$ cat config.mk
export PLATFORM = sky130hd
export DESIGN_NAME = prog_mem
export DESIGN_NICKNAME = d
export VERILOG_FILES = /design/src/design/lockstep_pkg.sv /design/src/design/prog_mem.sv
export VERILOG_INCLUDE_DIRS = /design/src /design/src/include
export SDC_FILE = /design/constraint.sdc
export NUM_CORES = 1
export LEC_CHECK = 0
export BUFFER_PORTS_ARGS = -buffer_cell sky130_fd_sc_hd__clkbuf_2
export CORE_MARGIN = 2
export CORE_UTILIZATION = 61
export DETAILED_ROUTE_END_ITERATION = 16
export PLACE_DENSITY_LB_ADDON = 0.2
export SETUP_SLACK_MARGIN = 0.3
export SYNTH_ARGS = -nofsm -noshare
export SYNTH_HDL_FRONTEND = slang
export SYNTH_SLANG_ARGS = --single-unit
$ cat constraint.sdc
create_clock -name clk -period 3.8 [get_ports clk]
set_input_delay 0.95 -clock clk [delete_from_list [all_inputs] [get_ports clk]]
set_output_delay 0.95 -clock clk [all_outputs]
set_load 0.01 [all_outputs]
$ cat src/include/lockstep_settings.svh
// lockstep checker settings: memory depths and retire counter width
`ifndef LOCKSTEP_SETTINGS_SVH
`define LOCKSTEP_SETTINGS_SVH

// words per instruction bank, indexed by pc[5:2]
`define IMEM_WORDS 16

// data memory words per core, indexed by addr[5:2]
`define DMEM_WORDS 16

`define CYCLE_CNT_W 16 // retire counter width

`endif

$ cat src/design/lockstep_pkg.sv
// lockstep checker package: shared vector types, opcodes and monitor states
`include "lockstep_settings.svh"

package lockstep_pkg;

    // data, instruction and address words
    typedef logic [31:0] word_t;

    typedef logic [4:0] reg_addr_t;  // x0..x31

    // word index into a 16-word memory, from address bits 5 to 2
    typedef logic [3:0] mem_index_t;

    typedef logic [`CYCLE_CNT_W-1:0] cycle_cnt_t;

    typedef logic [6:0] opcode_t;

    // supported major opcodes, everything else is a nop
    localparam opcode_t OP_ADDI  = 7'b0010011;
    localparam opcode_t OP_LOAD  = 7'b0000011;
    localparam opcode_t OP_STORE = 7'b0100011;

    // divergence monitor FSM
    typedef enum logic [1:0] {
        MON_IDLE     = 2'b00, // nothing retired yet
        MON_WATCH    = 2'b01, // comparing, no divergence so far
        MON_DIVERGED = 2'b10  // sticky until reset
    } monitor_state_t;

endpackage

$ cat src/design/prog_mem.sv
// program memory: two instruction banks, loaded by strobe, read by each core's pc
`timescale 1ns/1ps
`include "lockstep_settings.svh"

module prog_mem (
    input  logic                    clk,
    input  logic                    arst_n,
    input  logic                    prog_we,
    input  logic                    prog_bank,
    input  lockstep_pkg::mem_index_t prog_addr,
    input  lockstep_pkg::word_t     prog_data,
    input  lockstep_pkg::word_t     pc_a,
    input  lockstep_pkg::word_t     pc_b,
    output lockstep_pkg::word_t     instr_a,
    output lockstep_pkg::word_t     instr_b
);
    import lockstep_pkg::*;

    // bank 0 feeds core a, bank 1 feeds core b
    word_t bank_a [`IMEM_WORDS];
    word_t bank_b [`IMEM_WORDS];

    mem_index_t idx_a;
    mem_index_t idx_b;

    // contents survive reset, but no loads are taken while reset is asserted
    always_ff @(posedge clk) begin
        if (prog_we && arst_n) begin
            if (prog_bank) begin
                bank_b[prog_addr] <= prog_data;
            end else begin
                bank_a[prog_addr] <= prog_data;
            end
        end
    end

    assign idx_a = pc_a[5:2]; // word aligned fetch
    assign idx_b = pc_b[5:2];

    // combinational fetch, one port per core
    assign instr_a = bank_a[idx_a];
    assign instr_b = bank_b[idx_b];

endmodule

==> flow_metrics.env <==
export IMPL_critPathTopFamily="buffers and inverters"
export IMPL_cp_required_ps=2850
export IMPL_hold_buffers=0
export IMPL_cts_buffers=99
export IMPL_grt_use_total=0.261
export IMPL_fillers=3725
export IMPL_status="finished, final reports clean"
export IMPL_start_util=0.614
export IMPL_vdd_ir_drop_worst_mv=0.354
export IMPL_die_area_um2=65000
export IMPL_grt_pass1_wl_um=120000
export IMPL_yosys_area_top_type="edfxtp_1"
export IMPL_crit_slowest_cell="mux4_2"
export IMPL_post_route_min_period_ps=3410
export IMPL_yosysWarnings=0
export IMPL_dieWidth_um=255
export IMPL_rows=92
export IMPL_worst_endpoint_arrival_ps=2460
export IMPL_whs_path_depth=1
export IMPL_intPower_mw=18.2
export IMPL_io_buffers=111
export IMPL_leakage_nw=14.0
export IMPL_dr_wl_met2_um=42300
export IMPL_area_growth_synth_to_final_pct=14.3
export IMPL_netlist_instances=1618
export IMPL_synthesis_area_um2=38400
export IMPL_switching_share=0.204
export IMPL_tritoncts="yes"
export IMPL_synth_nets=1722
export IMPL_setup_worst_path_end_class="output pin"
export IMPL_syn_avg_cell_area_um2=23.7
export IMPL_synth_seq_cells=1024
export IMPL_critPathBufInv=3
export IMPL_htree_levels=3
export IMPL_rsz0062_at_grt="true"
export IMPL_most_common_layout_cells="1024 x edfxtp_1, 256 x mux4_2, 127 x a22oi_1"
export IMPL_postRouteAntennaNets=0
export IMPL_topRoutingLayerUsed="met4"
export IMPL_max_cap_violations=0
export IMPL_antenna_found_initial=1
export IMPL_slowest_delay_ps=520
export IMPL_cp_cell_sequence="clkbuf_16 > buf_12 > mux4_2 > a22oi_1 > nand2_1 > clkbuf_2"
export IMPL_tns_ps=0
export IMPL_core_um2=62600
export IMPL_grt_overflow_total=0
export IMPL_final_common_cell="edfxtp_1"
export IMPL_yosysTopAreaCellShare=0.800
export IMPL_cp_max_fo=22
export IMPL_worstSetupStartpointType="input pin"
export IMPL_ios=168
export IMPL_power_switching_mw=4.64
export IMPL_vias=17780
export IMPL_pwr_share_comb=0.049
export IMPL_netlist_cell_type_count=17
export IMPL_setup_violations=0
export IMPL_routedWlPerCell_um=29.9
export IMPL_pwr_share_clk=0.401
export IMPL_firstDrtPassIters=5
export IMPL_dr_wl_met3_um=5320
export IMPL_worstSetupPathType="in -> out"
export IMPL_finalCritPeriodShare=0.898
export IMPL_cts_sinks=1024
export IMPL_drc=0
export IMPL_drt_met1_wl_um=32200
export IMPL_die_y_um=255
export IMPL_hold_viol=0
export IMPL_fmax_ghz=0.293
export IMPL_drive_above_1_share=0.327
export IMPL_clk_pin_slew_ps=60
export IMPL_finalWeightedCongestion=0.719
export IMPL_p_per_area_nw_per_um2=519
export IMPL_clock_root_buffer="clkbuf_16"
export IMPL_seqPwrFrac=0.549
export IMPL_slew_violations=0
export IMPL_relSlewSlack=0.406
export IMPL_ys_seq_area_frac=0.800
export IMPL_grt_max_degree=56
export IMPL_tightest_slew_ps=891
export IMPL_crit_cells=6
export IMPL_grt_pass1_vias=18539
export IMPL_multi_input_area_um2=7520
export IMPL_hold_path_class="in -> reg"
export IMPL_power_mw=22.8
export IMPL_cts_root_to_sink_buffers=3
export IMPL_drt_iter0_markers=1811
export IMPL_fin_nets=1927
export IMPL_ys_top_cells_by_area="edfxtp_1 80%, mux4_2 15%, a22oi_1 2.5%"
export IMPL_regArea_um2=30700
export IMPL_wirelength_um=82200
export IMPL_viasPerCell=6.46
export IMPL_hpwl_um=40800
## state kept, by name, summed over array words and instances (netlist names)
name    cells
bank_a    512
bank_b    512
## power by group through the flow
stage	logic, mW	registers, mW	clock network [mW]
finish	1.12	12.5	9.15
detailed placement	1.10	12.8	0
global route	1.20	12.5	9.69
global placement	1.07	12.8	0
CTS	1.12	12.5	9.29
floorplan	0.605	12.8	0
## cell type report
cell class,instances,area share
sequential,1024,0.700
multi-input combinational,505,0.171
clock buffer,122,0.0593
timing repair buffer,193,0.0361
tap,846,0.0241
clock inverter,59,0.00912
antenna,2,0.000114
## through the flow
stage	std cells	utilization	hold WS, ps	instance area [um2]	setup slack (ps)
after floorplan	1618	-	1050	38400	595
after global placement	2558	0.650	1550	40700	260
after detailed placement	2558	0.650	1610	40700	232
after CTS	2741	0.700	919	43800	261
after global routing	2750	0.701	983	43900	294
final	2751	0.701	951	43900	387
## metal layers
layer | global-route usage | up-vias
li1 | - | 7371
met3 | 0.0356 | 157
met5 | 0 | -
met1 | 0.363 | 9535
met2 | 0.442 | 717
met4 | 0.0809 | 0
## Yosys cell counts (all sizes together)
master	instances
nand3	2
or2	1
nor2	35
edfxtp	1024
nand2	71
and2	2
and3	1
nand2b	2
a22oi	128
nor2b	6
buf	46
and3b	1
mux4	256
clkbuf	43
## cell families after synthesis
family | Yosys count | synth area share
DFF | 1024 | 0.800
muxes | 256 | 0.150
AOI/OAI and AO/OA | 128 | 0.0250
and+or+nand+nor | 121 | 0.0128
buffers and inverters | 89 | 0.0119
## worst paths after layout
| kind | start | endpoint |
|---|---|---|
| worst max-delay path | pc_b[2] | instr_b[4] |
| worst min-delay path | prog_data[15] | bank_a[9][15]$_DFFE_PP_ |
## timing repair
action	CTS	global route
resized for setup	4	11
buffers inserted	0	7
endpoints found under the setup margin	16	31
endpoints found under the hold margin	0	0
cloned	2	1
(Power assumes the default switching activity.)
