--- src/include/lockstep_settings.svh ---
// lockstep checker settings: memory depths and retire counter width
`ifndef LOCKSTEP_SETTINGS_SVH
`define LOCKSTEP_SETTINGS_SVH

// words per instruction bank, indexed by pc[5:2]
`define IMEM_WORDS 16

// data memory words per core, indexed by addr[5:2]
`define DMEM_WORDS 16

`define CYCLE_CNT_W 16 // retire counter width

`endif

--- src/design/lockstep_pkg.sv ---
// lockstep checker package: shared vector types, opcodes and monitor states
`include "lockstep_settings.svh"

package lockstep_pkg;

    // data, instruction and address words
    typedef logic [31:0] word_t;

    typedef logic [4:0] reg_addr_t;  // x0..x31

    // word index into a 16-word memory, from address bits 5 to 2
    typedef logic [3:0] mem_index_t;

    typedef logic [`CYCLE_CNT_W-1:0] cycle_cnt_t;

    typedef logic [6:0] opcode_t;

    // supported major opcodes, everything else is a nop
    localparam opcode_t OP_ADDI  = 7'b0010011;
    localparam opcode_t OP_LOAD  = 7'b0000011;
    localparam opcode_t OP_STORE = 7'b0100011;

    // divergence monitor FSM
    typedef enum logic [1:0] {
        MON_IDLE     = 2'b00, // nothing retired yet
        MON_WATCH    = 2'b01, // comparing, no divergence so far
        MON_DIVERGED = 2'b10  // sticky until reset
    } monitor_state_t;

endpackage

--- src/design/divergence_monitor.sv ---
// divergence monitor: compares two retirement traces and records the first divergence
`timescale 1ns/1ps

module divergence_monitor (
    input  logic                     clk,
    input  logic                     arst_n,
    input  logic                     retire_a,
    input  logic                     wb_en_a,
    input  lockstep_pkg::reg_addr_t  wb_addr_a,
    input  lockstep_pkg::word_t      wb_data_a,
    input  logic                     lb_valid_a,
    input  lockstep_pkg::word_t      lb_addr_a,
    input  logic                     wb_en_b,
    input  lockstep_pkg::reg_addr_t  wb_addr_b,
    input  lockstep_pkg::word_t      wb_data_b,
    input  logic                     lb_valid_b,
    input  lockstep_pkg::word_t      lb_addr_b,
    output logic                     lb_diverge,
    output logic                     wb_diverge,
    output logic                     diverge_seen,
    output lockstep_pkg::cycle_cnt_t diverge_cycle
);
    import lockstep_pkg::*;

    monitor_state_t state;
    cycle_cnt_t     retire_count;
    logic           lb_mismatch;
    logic           wb_mismatch;
    logic           any_mismatch;

    // load table: valid flags, then address when both hold an entry
    assign lb_mismatch = (lb_valid_a != lb_valid_b) ||
                         (lb_valid_a && lb_valid_b && (lb_addr_a != lb_addr_b));

    assign wb_mismatch = (wb_en_a != wb_en_b) ||
                         (wb_en_a && wb_en_b &&
                          ((wb_addr_a != wb_addr_b) || (wb_data_a != wb_data_b)));

    assign any_mismatch = retire_a && (lb_mismatch || wb_mismatch);

    always_ff @(posedge clk or negedge arst_n) begin
        if (!arst_n) begin
            state         <= MON_IDLE;
            retire_count  <= '0;
            diverge_cycle <= '0;
            lb_diverge    <= 1'b0;
            wb_diverge    <= 1'b0;
        end else begin
            lb_diverge <= retire_a && lb_mismatch; // one-cycle pulses
            wb_diverge <= retire_a && wb_mismatch;
            if (retire_a) begin
                retire_count <= retire_count + 1'b1;
            end
            case (state)
                MON_IDLE, MON_WATCH: begin
                    if (any_mismatch) begin
                        state         <= MON_DIVERGED;
                        diverge_cycle <= retire_count; // count before this retire
                    end else if (retire_a) begin
                        state <= MON_WATCH;
                    end
                end
                default: state <= MON_DIVERGED; // held until reset
            endcase
        end
    end

    assign diverge_seen = (state == MON_DIVERGED);

endmodule

--- config.mk ---
export PLATFORM = sky130hd
export DESIGN_NAME = divergence_monitor
export DESIGN_NICKNAME = d
export VERILOG_FILES = /design/src/design/lockstep_pkg.sv /design/src/design/divergence_monitor.sv
export VERILOG_INCLUDE_DIRS = /design/src /design/src/include
export SDC_FILE = /design/constraint.sdc
export NUM_CORES = 1
export LEC_CHECK = 0
export ABC_AREA = 1
export ABC_CLOCK_PERIOD_IN_PS = 4900
export BUFFER_PORTS_ARGS = -buffer_cell sky130_fd_sc_hd__buf_2
export CORE_UTILIZATION = 47
export CTS_CLUSTER_SIZE = 14
export DETAILED_ROUTE_END_ITERATION = 10
export GPL_ROUTABILITY_DRIVEN = 0
export PLACE_DENSITY = 0.85
export SLEW_MARGIN = 20
export SYNTH_ARGS = -nofsm -noshare
export SYNTH_HDL_FRONTEND = slang
export SYNTH_SLANG_ARGS = --single-unit
export TNS_END_PERCENT = 50
--- constraint.sdc ---
create_clock -name clk -period 4.9 [get_ports clk]
set_input_delay 0.245 -clock clk [delete_from_list [all_inputs] [get_ports clk]]
set_output_delay 0.245 -clock clk [all_outputs]
set_load 0.01 [all_outputs]
==> results.sh <==
export IMPL_fill_cells=469
export IMPL_grt_max_degree=37
export IMPL_synth_cells=381
export IMPL_worst_slew_pin_transition_ps=757
export IMPL_start_util_pct=50.3
export IMPL_crit_fanout=19
export IMPL_num_nets_final=695
export IMPL_grt_pass1_wl_mm=11.0
export IMPL_rsz0062_at_grt="no"
export IMPL_grt_usage_pct=23.0
export IMPL_crit_start="state[1]$_DFFE_PN0P_"
export IMPL_final_common_cell="buf_2"
export IMPL_drive_above_1_share_pct=32.9
export IMPL_cp_start_kind="flip-flop"
export IMPL_cts_hold_buf=0
export IMPL_relSlewSlack_pct=49.5
export IMPL_wire_per_inst_um=10.7
export IMPL_synthDistinctLibCells=23
export IMPL_die_h_um=76.9
export IMPL_antenna_found_initial=0
export IMPL_intPower_w=0.000537
export IMPL_setup_violations=0
export IMPL_worstPathCellList="clkinv_1, nor2_1, buf_2"
export IMPL_sw_frac_of_total_pct=29.8
export IMPL_ys_warn_count=0
export IMPL_overflow=0
export IMPL_clkPwrFrac_pct=25.2
export IMPL_fin_tns_setup_ps=0
export IMPL_clock_sinks=36
export IMPL_leakagePower_nw=2.17
export IMPL_path_clk_slew_ps=70
export IMPL_slew_viol_final=0
export IMPL_hold_slack_ps=26.9
export IMPL_worst_setup_path_type="flip-flop to primary output"
export IMPL_top_level_ports=164
export IMPL_ys_seq_area_share_pct=34.2
export IMPL_syn_to_final_growth_pct=35.3
export IMPL_syn_avg_cell_area_um2=6.92
export IMPL_cp_required_ps=4660
export IMPL_peakVddDrop_uv=165
export IMPL_power_switching_w=0.000228
export IMPL_cts_root_buf="clkbuf_8"
export IMPL_die_x_um=76.9
export IMPL_dieArea_um2=5910
export IMPL_rows=26
export IMPL_min_period_ps=1780
export IMPL_cts_htree_levels=2
export IMPL_syn_cell_area_um2=2640
export IMPL_cts_setup_buffers=0
export IMPL_worstSetupEndpoint="diverge_seen"
export IMPL_core_area_um2=5240
export IMPL_vias_per_cell=4.66
export IMPL_tritoncts="done"
export IMPL_synth_fp_nets=529
export IMPL_vias=2874
export IMPL_postRouteAntennaNets=0
export IMPL_first_global_vias=2776
export IMPL_r2r_start="retire_count[0]$_DFFE_PN0P_"
export IMPL_end_kind="primary output"
export IMPL_synth_main_ff_cell="dfrtp_1"
export IMPL_wl_mm=6.58
export IMPL_fin_skew_ps=4.40
export IMPL_hold_viol=0
export IMPL_clock_path_buffers=2
export IMPL_pwr_share_seq_pct=47.4
export IMPL_r2r_slack_ps=3120
export IMPL_dr_pass1_iters=4
export IMPL_ff2ff_path_depth=8
export IMPL_power_frac_comb_pct=27.4
export IMPL_drt_iter0_drc=107
export IMPL_fin_crit_sh_pct=36.4
export IMPL_final_cell_mix="buf_2, nand2_1, inv_1, xnor2_1, nor2_1"
export IMPL_clk_latency_ps=280
export IMPL_ys_ff_latch=36
export IMPL_drv_cap=0
export IMPL_cts_buffers=5
export IMPL_ys_async_sr_fraction_pct=100
export IMPL_arrival_ps=1540
export IMPL_achievable_frequency_ghz=0.561
export IMPL_hpwlAfterDp_mm=5.62
export IMPL_synth_edf_count=0
export IMPL_crit_slowest_cell="clkinv_1"
export IMPL_status="complete, no violations"
export IMPL_antenna_cells=0
export IMPL_worstReg2RegEnd="retire_count[14]$_DFFE_PN0P_"
export IMPL_power_density_nw_per_um2=215
export IMPL_cts_resized=0
export IMPL_hp_class="primary input to async pin"
export IMPL_drc=0
export IMPL_port_buffers=163
export IMPL_cp_slowest_stage_delay_ps=440
[layout make-up]
| class | count | area (µm²) | share of cell area, % |
|---|---|---|---|
| multi-input combinational | 283 | 1470 | 41.1 |
| sequential | 36 | 901 | 25.3 |
| timing repair buffer | 163 | 816 | 22.9 |
| inverter | 58 | 218 | 6.11 |
| tap | 70 | 87.6 | 2.46 |
| clock buffer | 6 | 72.6 | 2.04 |
| clock inverter | 1 | 5.00 | 0.140 |
[registers in the layout, summed over array words and instances, names as in the netlist]
register	flops
wb_diverge	1
diverge_cycle	16
state	2
lb_diverge	1
retire_count	16
[worst min path at each step]
stage	startpoint	to	cells past startpoint
4_1_cts	arst_n	diverge_cycle[8]$_DFFE_PN0P_	1
3_3_place_gp	arst_n	diverge_cycle[8]$_DFFE_PN0P_	1
3_5_place_dp	arst_n	diverge_cycle[8]$_DFFE_PN0P_	1
6_report	arst_n	diverge_cycle[8]$_DFFE_PN0P_	1
2_1_floorplan	arst_n	diverge_cycle[0]$_DFFE_PN0P_	0
5_1_grt	arst_n	diverge_cycle[8]$_DFFE_PN0P_	1
[power by group through the flow]
stage	clock [W]	sequential (W)	combinational, W
2_1_floorplan	0	0.000361	0.000121
3_3_place_gp	0	0.000365	0.000203
3_5_place_dp	0	0.000366	0.000211
4_1_cts	0.000194	0.000361	0.000213
5_1_grt	0.000208	0.000366	0.000241
6_report	0.000193	0.000363	0.000210
[synth_stat cells (3+ instances only)]
cell type | n | area [µm²]
o21ai_0 | 3 | 15.0
nand4_1 | 6 | 37.5
ha_1 | 3 | 37.5
nor2_1 | 39 | 146
or2_2 | 5 | 31.3
nand3_1 | 31 | 155
dfrtp_1 | 36 | 901
xnor2_1 | 40 | 350
or2_0 | 6 | 37.5
nand2_1 | 128 | 480
xor2_1 | 10 | 87.6
nand2_2 | 3 | 18.8
inv_1 | 57 | 214
[routing by layer]
metal	vias to the layer above	global-route usage, %	wire [µm]
met5	-	0	0
met4	0	8.46	179
met3	21	5.36	413
met2	116	46.3	3570
met1	1263	22.2	2410
li1	1474	-	-
[critical path: cells and delay by family (launching register included)]
kind | cells | cell delay, ps
DFF | 1 | 330
buffers and inverters | 2 | 620
and+or+nand+nor | 1 | 310
[per-stage QoR]
step	worst slack (ps)	instance area, µm²	cells	utilization (%)	total power, W
global route	2960	3560	617	68.1	0.000815
floorplan	3350	2640	381	-	0.000482
CTS	3080	3560	617	68.1	0.000768
finish	3120	3560	617	68.1	0.000765
global placement	3170	3490	610	66.6	0.000568
detailed placement	3130	3490	610	66.6	0.000577
[cells by family (layout without fill, tap and decap cells)]
group / Yosys count / after routing / synth area share, %
xor gates and xnor gates: 50 / 50 / 16.6
adders and majority gates: 3 / 3 / 1.42
and+or+nand+nor: 224 / 224 / 36.2
AOI/OAI and AO/OA: 5 / 5 / 0.950
DFF: 36 / 36 / 34.2
muxes: 1 / 1 / 0.427
buffers and inverters: 62 / 228 / 10.2
No activity file was read; power rests on OpenSTA's default activity.
