$ cat config.mk
export PLATFORM = sky130hd
export DESIGN_NAME = mini_core
export DESIGN_NICKNAME = d
export VERILOG_FILES = /design/src/design/lockstep_pkg.sv /design/src/design/mini_core.sv
export VERILOG_INCLUDE_DIRS = /design/src /design/src/include
export SDC_FILE = /design/constraint.sdc
export NUM_CORES = 2
export LEC_CHECK = 0
export BUFFER_PORTS_ARGS = -buffer_cell sky130_fd_sc_hd__buf_2
export CORE_ASPECT_RATIO = 0.8
export CORE_UTILIZATION = 40
export DETAILED_ROUTE_END_ITERATION = 7
export GPL_TIMING_DRIVEN = 0
export PLACE_DENSITY = 0.58
export SYNTH_ARGS = -nofsm -noshare
export SYNTH_HDL_FRONTEND = slang
export SYNTH_SLANG_ARGS = --single-unit
$ cat constraint.sdc
create_clock -name clk -period 6.4 [get_ports clk]
set_clock_uncertainty 0.2 [all_clocks]
set_input_delay 0.96 -clock clk [delete_from_list [all_inputs] [get_ports clk]]
set_output_delay 0.96 -clock clk [all_outputs]
set_load 0.02 [all_outputs]
$ cat src/include/lockstep_settings.svh
// lockstep checker settings: memory depths and retire counter width
`ifndef LOCKSTEP_SETTINGS_SVH
`define LOCKSTEP_SETTINGS_SVH

// words per instruction bank, indexed by pc[5:2]
`define IMEM_WORDS 16

// data memory words per core, indexed by addr[5:2]
`define DMEM_WORDS 16

`define CYCLE_CNT_W 16 // retire counter width

`endif

$ cat src/design/lockstep_pkg.sv
// lockstep checker package: shared vector types, opcodes and monitor states
`include "lockstep_settings.svh"

package lockstep_pkg;

    // data, instruction and address words
    typedef logic [31:0] word_t;

    typedef logic [4:0] reg_addr_t;  // x0..x31

    // word index into a 16-word memory, from address bits 5 to 2
    typedef logic [3:0] mem_index_t;

    typedef logic [`CYCLE_CNT_W-1:0] cycle_cnt_t;

    typedef logic [6:0] opcode_t;

    // supported major opcodes, everything else is a nop
    localparam opcode_t OP_ADDI  = 7'b0010011;
    localparam opcode_t OP_LOAD  = 7'b0000011;
    localparam opcode_t OP_STORE = 7'b0100011;

    // divergence monitor FSM
    typedef enum logic [1:0] {
        MON_IDLE     = 2'b00, // nothing retired yet
        MON_WATCH    = 2'b01, // comparing, no divergence so far
        MON_DIVERGED = 2'b10  // sticky until reset
    } monitor_state_t;

endpackage

$ cat src/design/mini_core.sv
// mini_core: single-cycle RV32 subset (addi, load, store) with a retirement trace
`timescale 1ns/1ps
`include "lockstep_settings.svh"

module mini_core (
    input  logic                    clk,
    input  logic                    arst_n,
    input  logic                    run,
    input  lockstep_pkg::word_t     instr,
    output lockstep_pkg::word_t     pc,
    output logic                    retire,
    output logic                    wb_en,
    output lockstep_pkg::reg_addr_t wb_addr,
    output lockstep_pkg::word_t     wb_data,
    output logic                    lb_valid,
    output lockstep_pkg::word_t     lb_addr
);
    import lockstep_pkg::*;

    localparam logic [2:0] F3_WORD = 3'b000;

    word_t regs [32];
    word_t dmem [`DMEM_WORDS];

    opcode_t    opcode;
    logic [2:0] funct3;
    reg_addr_t  rd;
    reg_addr_t  rs1;
    reg_addr_t  rs2;
    word_t      imm_i;
    word_t      imm_s;
    word_t      rs1_val;
    word_t      rs2_val;
    word_t      sum_i;    // addi result and load address
    word_t      sum_s;    // store address
    mem_index_t ld_idx;
    mem_index_t st_idx;
    mem_index_t pc_idx;
    logic       is_addi;
    logic       is_load;
    logic       is_store;
    logic       wr_en;
    word_t      wr_data;

    // field decode
    assign opcode = instr[6:0];
    assign rd     = instr[11:7];
    assign funct3 = instr[14:12];
    assign rs1    = instr[19:15];
    assign rs2    = instr[24:20];

    assign imm_i = {{20{instr[31]}}, instr[31:20]};
    assign imm_s = {{20{instr[31]}}, instr[31:25], instr[11:7]};

    assign is_addi  = (opcode == OP_ADDI) && (funct3 == F3_WORD);
    assign is_load  = (opcode == OP_LOAD) && (funct3 == F3_WORD);
    assign is_store = (opcode == OP_STORE);

    // x0 is never written, so it reads as zero
    assign rs1_val = regs[rs1];
    assign rs2_val = regs[rs2];

    assign sum_i  = rs1_val + imm_i;
    assign sum_s  = rs1_val + imm_s;
    assign ld_idx = sum_i[5:2];
    assign st_idx = sum_s[5:2];

    assign wr_en   = (is_addi || is_load) && (rd != 5'd0);
    assign wr_data = is_load ? dmem[ld_idx] : sum_i;

    assign pc_idx = pc[5:2] + 4'd1; // wraps over 16 words

    // architectural state and trace control
    always_ff @(posedge clk or negedge arst_n) begin
        if (!arst_n) begin
            pc       <= '0;
            retire   <= 1'b0;
            wb_en    <= 1'b0;
            lb_valid <= 1'b0;
            for (int i = 0; i < 32; i++) begin
                regs[i] <= '0;
            end
            for (int i = 0; i < `DMEM_WORDS; i++) begin
                dmem[i] <= '0;
            end
        end else if (run) begin
            pc     <= {26'd0, pc_idx, 2'b00};
            retire <= 1'b1;
            wb_en  <= wr_en;
            if (wr_en) begin
                regs[rd] <= wr_data;
            end
            if (is_store) begin
                dmem[st_idx] <= rs2_val;
            end
            if (is_load) begin
                lb_valid <= 1'b1; // sticky load table entry
            end
        end else begin
            retire <= 1'b0; // frozen, nothing retires
            wb_en  <= 1'b0;
        end
    end

    // trace payload, qualified by wb_en and lb_valid
    always_ff @(posedge clk) begin
        if (run) begin
            wb_addr <= rd;
            wb_data <= wr_data;
            if (is_load) begin
                lb_addr <= sum_i; // most recent load only
            end
        end
    end

endmodule

==> key figures <==
Clock tree
  • Worst-skew pair later-pin latency: 0.85 ns
  • Worst-case clock buffer depth: 3
  • H-tree depth: 4
  • Worst-path clk slew: around 0.060 ns
  • Root Buffer: clkbuf_16
  • Clock sinks: around 1600
  • CTS tree: yes
  • CTS buffer count: ~170

Yosys
  • Sequential fraction of the synthesis area: ~50%
  • Number of enable flip-flop cells after synthesis: ~70
  • Synth top area cells: dfrtp_1 48%, mux4_2 21%, mux2_2 4.7%
  • Avg Inst Size Synth: 12.9 um^2
  • Fraction of registers with async set/reset: 95.7%
  • Post-Syn Instances: roughly 6200
  • Seq cells post-synth: approximately 1600
  • Post-synth top area share: between 40 and 50%
  • Synth area leader: dfrtp_1
  • Synth Warn #: 0
  • Primary FF master, synth: dfrtp_1
  • Post-Syn Area: approximately 80000 um^2
  • Library cells used by synthesis: 75

STA
  • Final worst setup slack: -0.000195 ns
  • Final setup viols: 1
  • Fmax: approximately 0.16 GHz
  • Fin crit share: 100%
  • Max-slew violations: 22
  • Fin. Hold Viols: 0
  • Final Hold Slack: between 0.1 and 0.15 ns
  • Period minus WS final: 6.40 ns
  • Unrepaired setup endpoints after global routing: false
  • Worst slew margin: -6.98%
  • Worst-Margin Slew: roughly 1.6 ns

Floorplanning
  • Number of I/O pins: around 140
  • Die Wd: roughly 500 um
  • Area of the die: between 200000 and 250000 um^2
  • Initial Utilization: around two fifths
  • DIE HEIGHT: 404 um
  • CORE AREA: about 200000 um^2
  • Rows: between 100 and 150

Global route
  • Grt total ovfl: 0
  • First-pass GRT wire length: around 420000 um
  • Largest net degree at the start of global routing: 176
  • Met3 usage: approximately 8.4%
  • Met2 Usage GRT: between 40% and 50%
  • M1 GR Usage: a little over 40%
  • Vias in the first global route: 57800
  • Initial antenna violation count: 8
  • Global Route Usage Sum: ~29%
  • Layer with the highest usage: met1

Critical path
  • CP Class: input pin to flip-flop
  • Critical path arrival: 6.95 ns
  • Critical R2R Launch: regs[609]
  • Crit start category: input pin
  • CP max FO: 10
  • CP Capture Type: flip-flop
  • Critical Path Source: instr[16]
  • Worst reg2reg path endpoint: wb_data[5]
  • Reg2Reg Setup Slack: between 0.6 and 0.7 ns
  • Worst EP required: just under 7 ns
  • Reg2Reg Depth: 17

Power
  • Pwr Total: ~23 mW
  • Pwr dens: 245 nW/um^2
  • Leak: between 40 and 50 nW
  • Max IR drop VDD: approximately 220 uV

Detailed routing
  • Vias: between 50000 and 60000
  • WL final: approximately 290000 um
  • Mean routed wirelength per cell: 30.9 um
  • Drt first-iter violations: around 7300
  • DRC: 4
  • Vias/cell: between 6 and 7
  • Router iterations before antenna repair: 8
  • ANT nets after route: 0

Min path
  • Min-Delay Endpoint: wb_addr[0]
  • Hold Path Class: input pin to flip-flop
  • Hold wc startpoint: instr[7]
  • Hold Path Cell Cnt: 1

Cells and area
  • Nets: 6658
  • Share of post-route cells with drive strength above 1: 29.9%
  • Layout area overhead: 14.3%
  • Commonest non-fill, non-tap cell in the layout: dfrtp_1
  • Commonest cells after routing, fill and taps aside: 1543 x dfrtp_1, 761 x mux4_2, 759 x nand2_1, 629 x o21ai_0, 448 x nor2_1
  • Fill cells: roughly 18000
  • Post-Layout Inst Area: 92200 um^2

Place
  • Place WS: -3.41 ns
  • Global placement routability congestion: slightly below 1
  • Placed Area: between 80000 and 90000 um^2
  • Dpl hpwl: between 200000 and 250000 um
  • IO Port Bufs: approximately 110

Run
  • Max Cap Viol: 3

Outcome
  • Status: finished with violations
  • Violated checks: design-rule violations, max-capacitance violations, max-slew violations, negative setup slack
## cell families after synthesis
| group | synth area share (%) |
|---|---|
| DFF | 50.4 |
| other | 0.00465 |
| muxes | 30.5 |
| buffers and inverters | 3.80 |
| xor gates and xnor gates | 0.423 |
| AOI/OAI and AO/OA | 7.49 |
| adders and majority gates | 0.583 |
| and+or+nand+nor | 6.78 |
## routing by layer
layer	share of wire, %	vias to the layer above
li1	-	23500
met1	43	31000
met2	43	2879
met3	11	536
met4	3.8	4
met5	0.0079	-
## worst max-delay path by stage
| stage | end | slack (ns) |
|---|---|---|
| 6_report | regs[796] | -0.0002 |
| 5_1_grt | regs[618] | 0.0004 |
| 4_1_cts | wb_data[30] | -0.01 |
| 3_5_place_dp | wb_data[5] | -3.41 |
| 3_3_place_gp | dmem[400] | -30.52 |
| 2_1_floorplan | wb_data[15] | 0.08 |
## cells in the mapped netlist (all sizes together) (13+ instances only)
cell type and instances:
buf 226, nand2 775, inv 56, xor2 13
nand4 22, ha 36, a21o 18, dfrtp 1543
nand2b 13, a21oi 418, nand3 41, mux2i 51
xnor2 23, clkbuf 381, nor2 452, mux2 575
o21ai 638, edfxtp 69, mux4 762
## through the flow
step | util (%) | TNS (ns) | std cells
3_5_place_dp | 42.4 | -3256.37 | 9068
6_report | 46.0 | -0.000195 | 9419
2_1_floorplan | - | 0 | 6266
4_1_cts | 45.9 | -0.0273 | 9405
5_1_grt | 46.0 | 0 | 9410
3_3_place_gp | 42.3 | - | 9056
## power breakdown
group / total [mW] / internal [mW] / switching [mW]
combinational: 1.68 / 0.484 / 1.19
clock: 10.6 / 6.06 / 4.51
sequential: 10.3 / 10.3 / 0.0257
total: 22.6 / 16.8 / 5.72
## sequential cells by signal, summed over array words and instances (netlist names)
signal,count
dmem,512
lb_addr,32
lb_valid,1
pc,4
regs,1024
retire,1
wb_addr,5
wb_data,32
wb_en,1
## worst max-delay path, stage by stage
cell and delay, ns:
buf_6 0.15, buf_4 0.28, clkdlybuf4s15_1 0.89, mux4_2 0.42, mux4_2 0.45, mux2_2 0.36
ha_1 0.49, o21ai_0 0.17, o211ai_1 0.54, o2111ai_1 0.28, a41oi_2 0.33, mux2_2 0.39
o31ai_1 0.39, o211ai_1 0.17, buf_4 0.22, clkbuf_2 0.20, o21ai_0 0.23
## repair_timing
action / CTS / global route
pin swaps: 4 / 8
buffers inserted: 22 / 4
hold buffers: 1 / 0
setup endpoints to repair: 1370 / 820
hold endpoints to repair: 104 / 0
gates resized for setup: 231 / 112
## layout make-up
type | count | area [um^2] | area share [%]
antenna | 10 | 25.0 | 0.0271
clock buffer | 259 | 5080 | 5.51
tap | 2682 | 3360 | 3.64
clock inverter | 56 | 823 | 0.893
sequential | 1612 | 40700 | 44.1
multi-input combinational | 3991 | 37500 | 40.6
timing repair buffer | 148 | 1210 | 1.31
inverter | 56 | 216 | 0.235
buffer | 605 | 3330 | 3.61
Note: power is estimated with default switching activity, not from simulation.
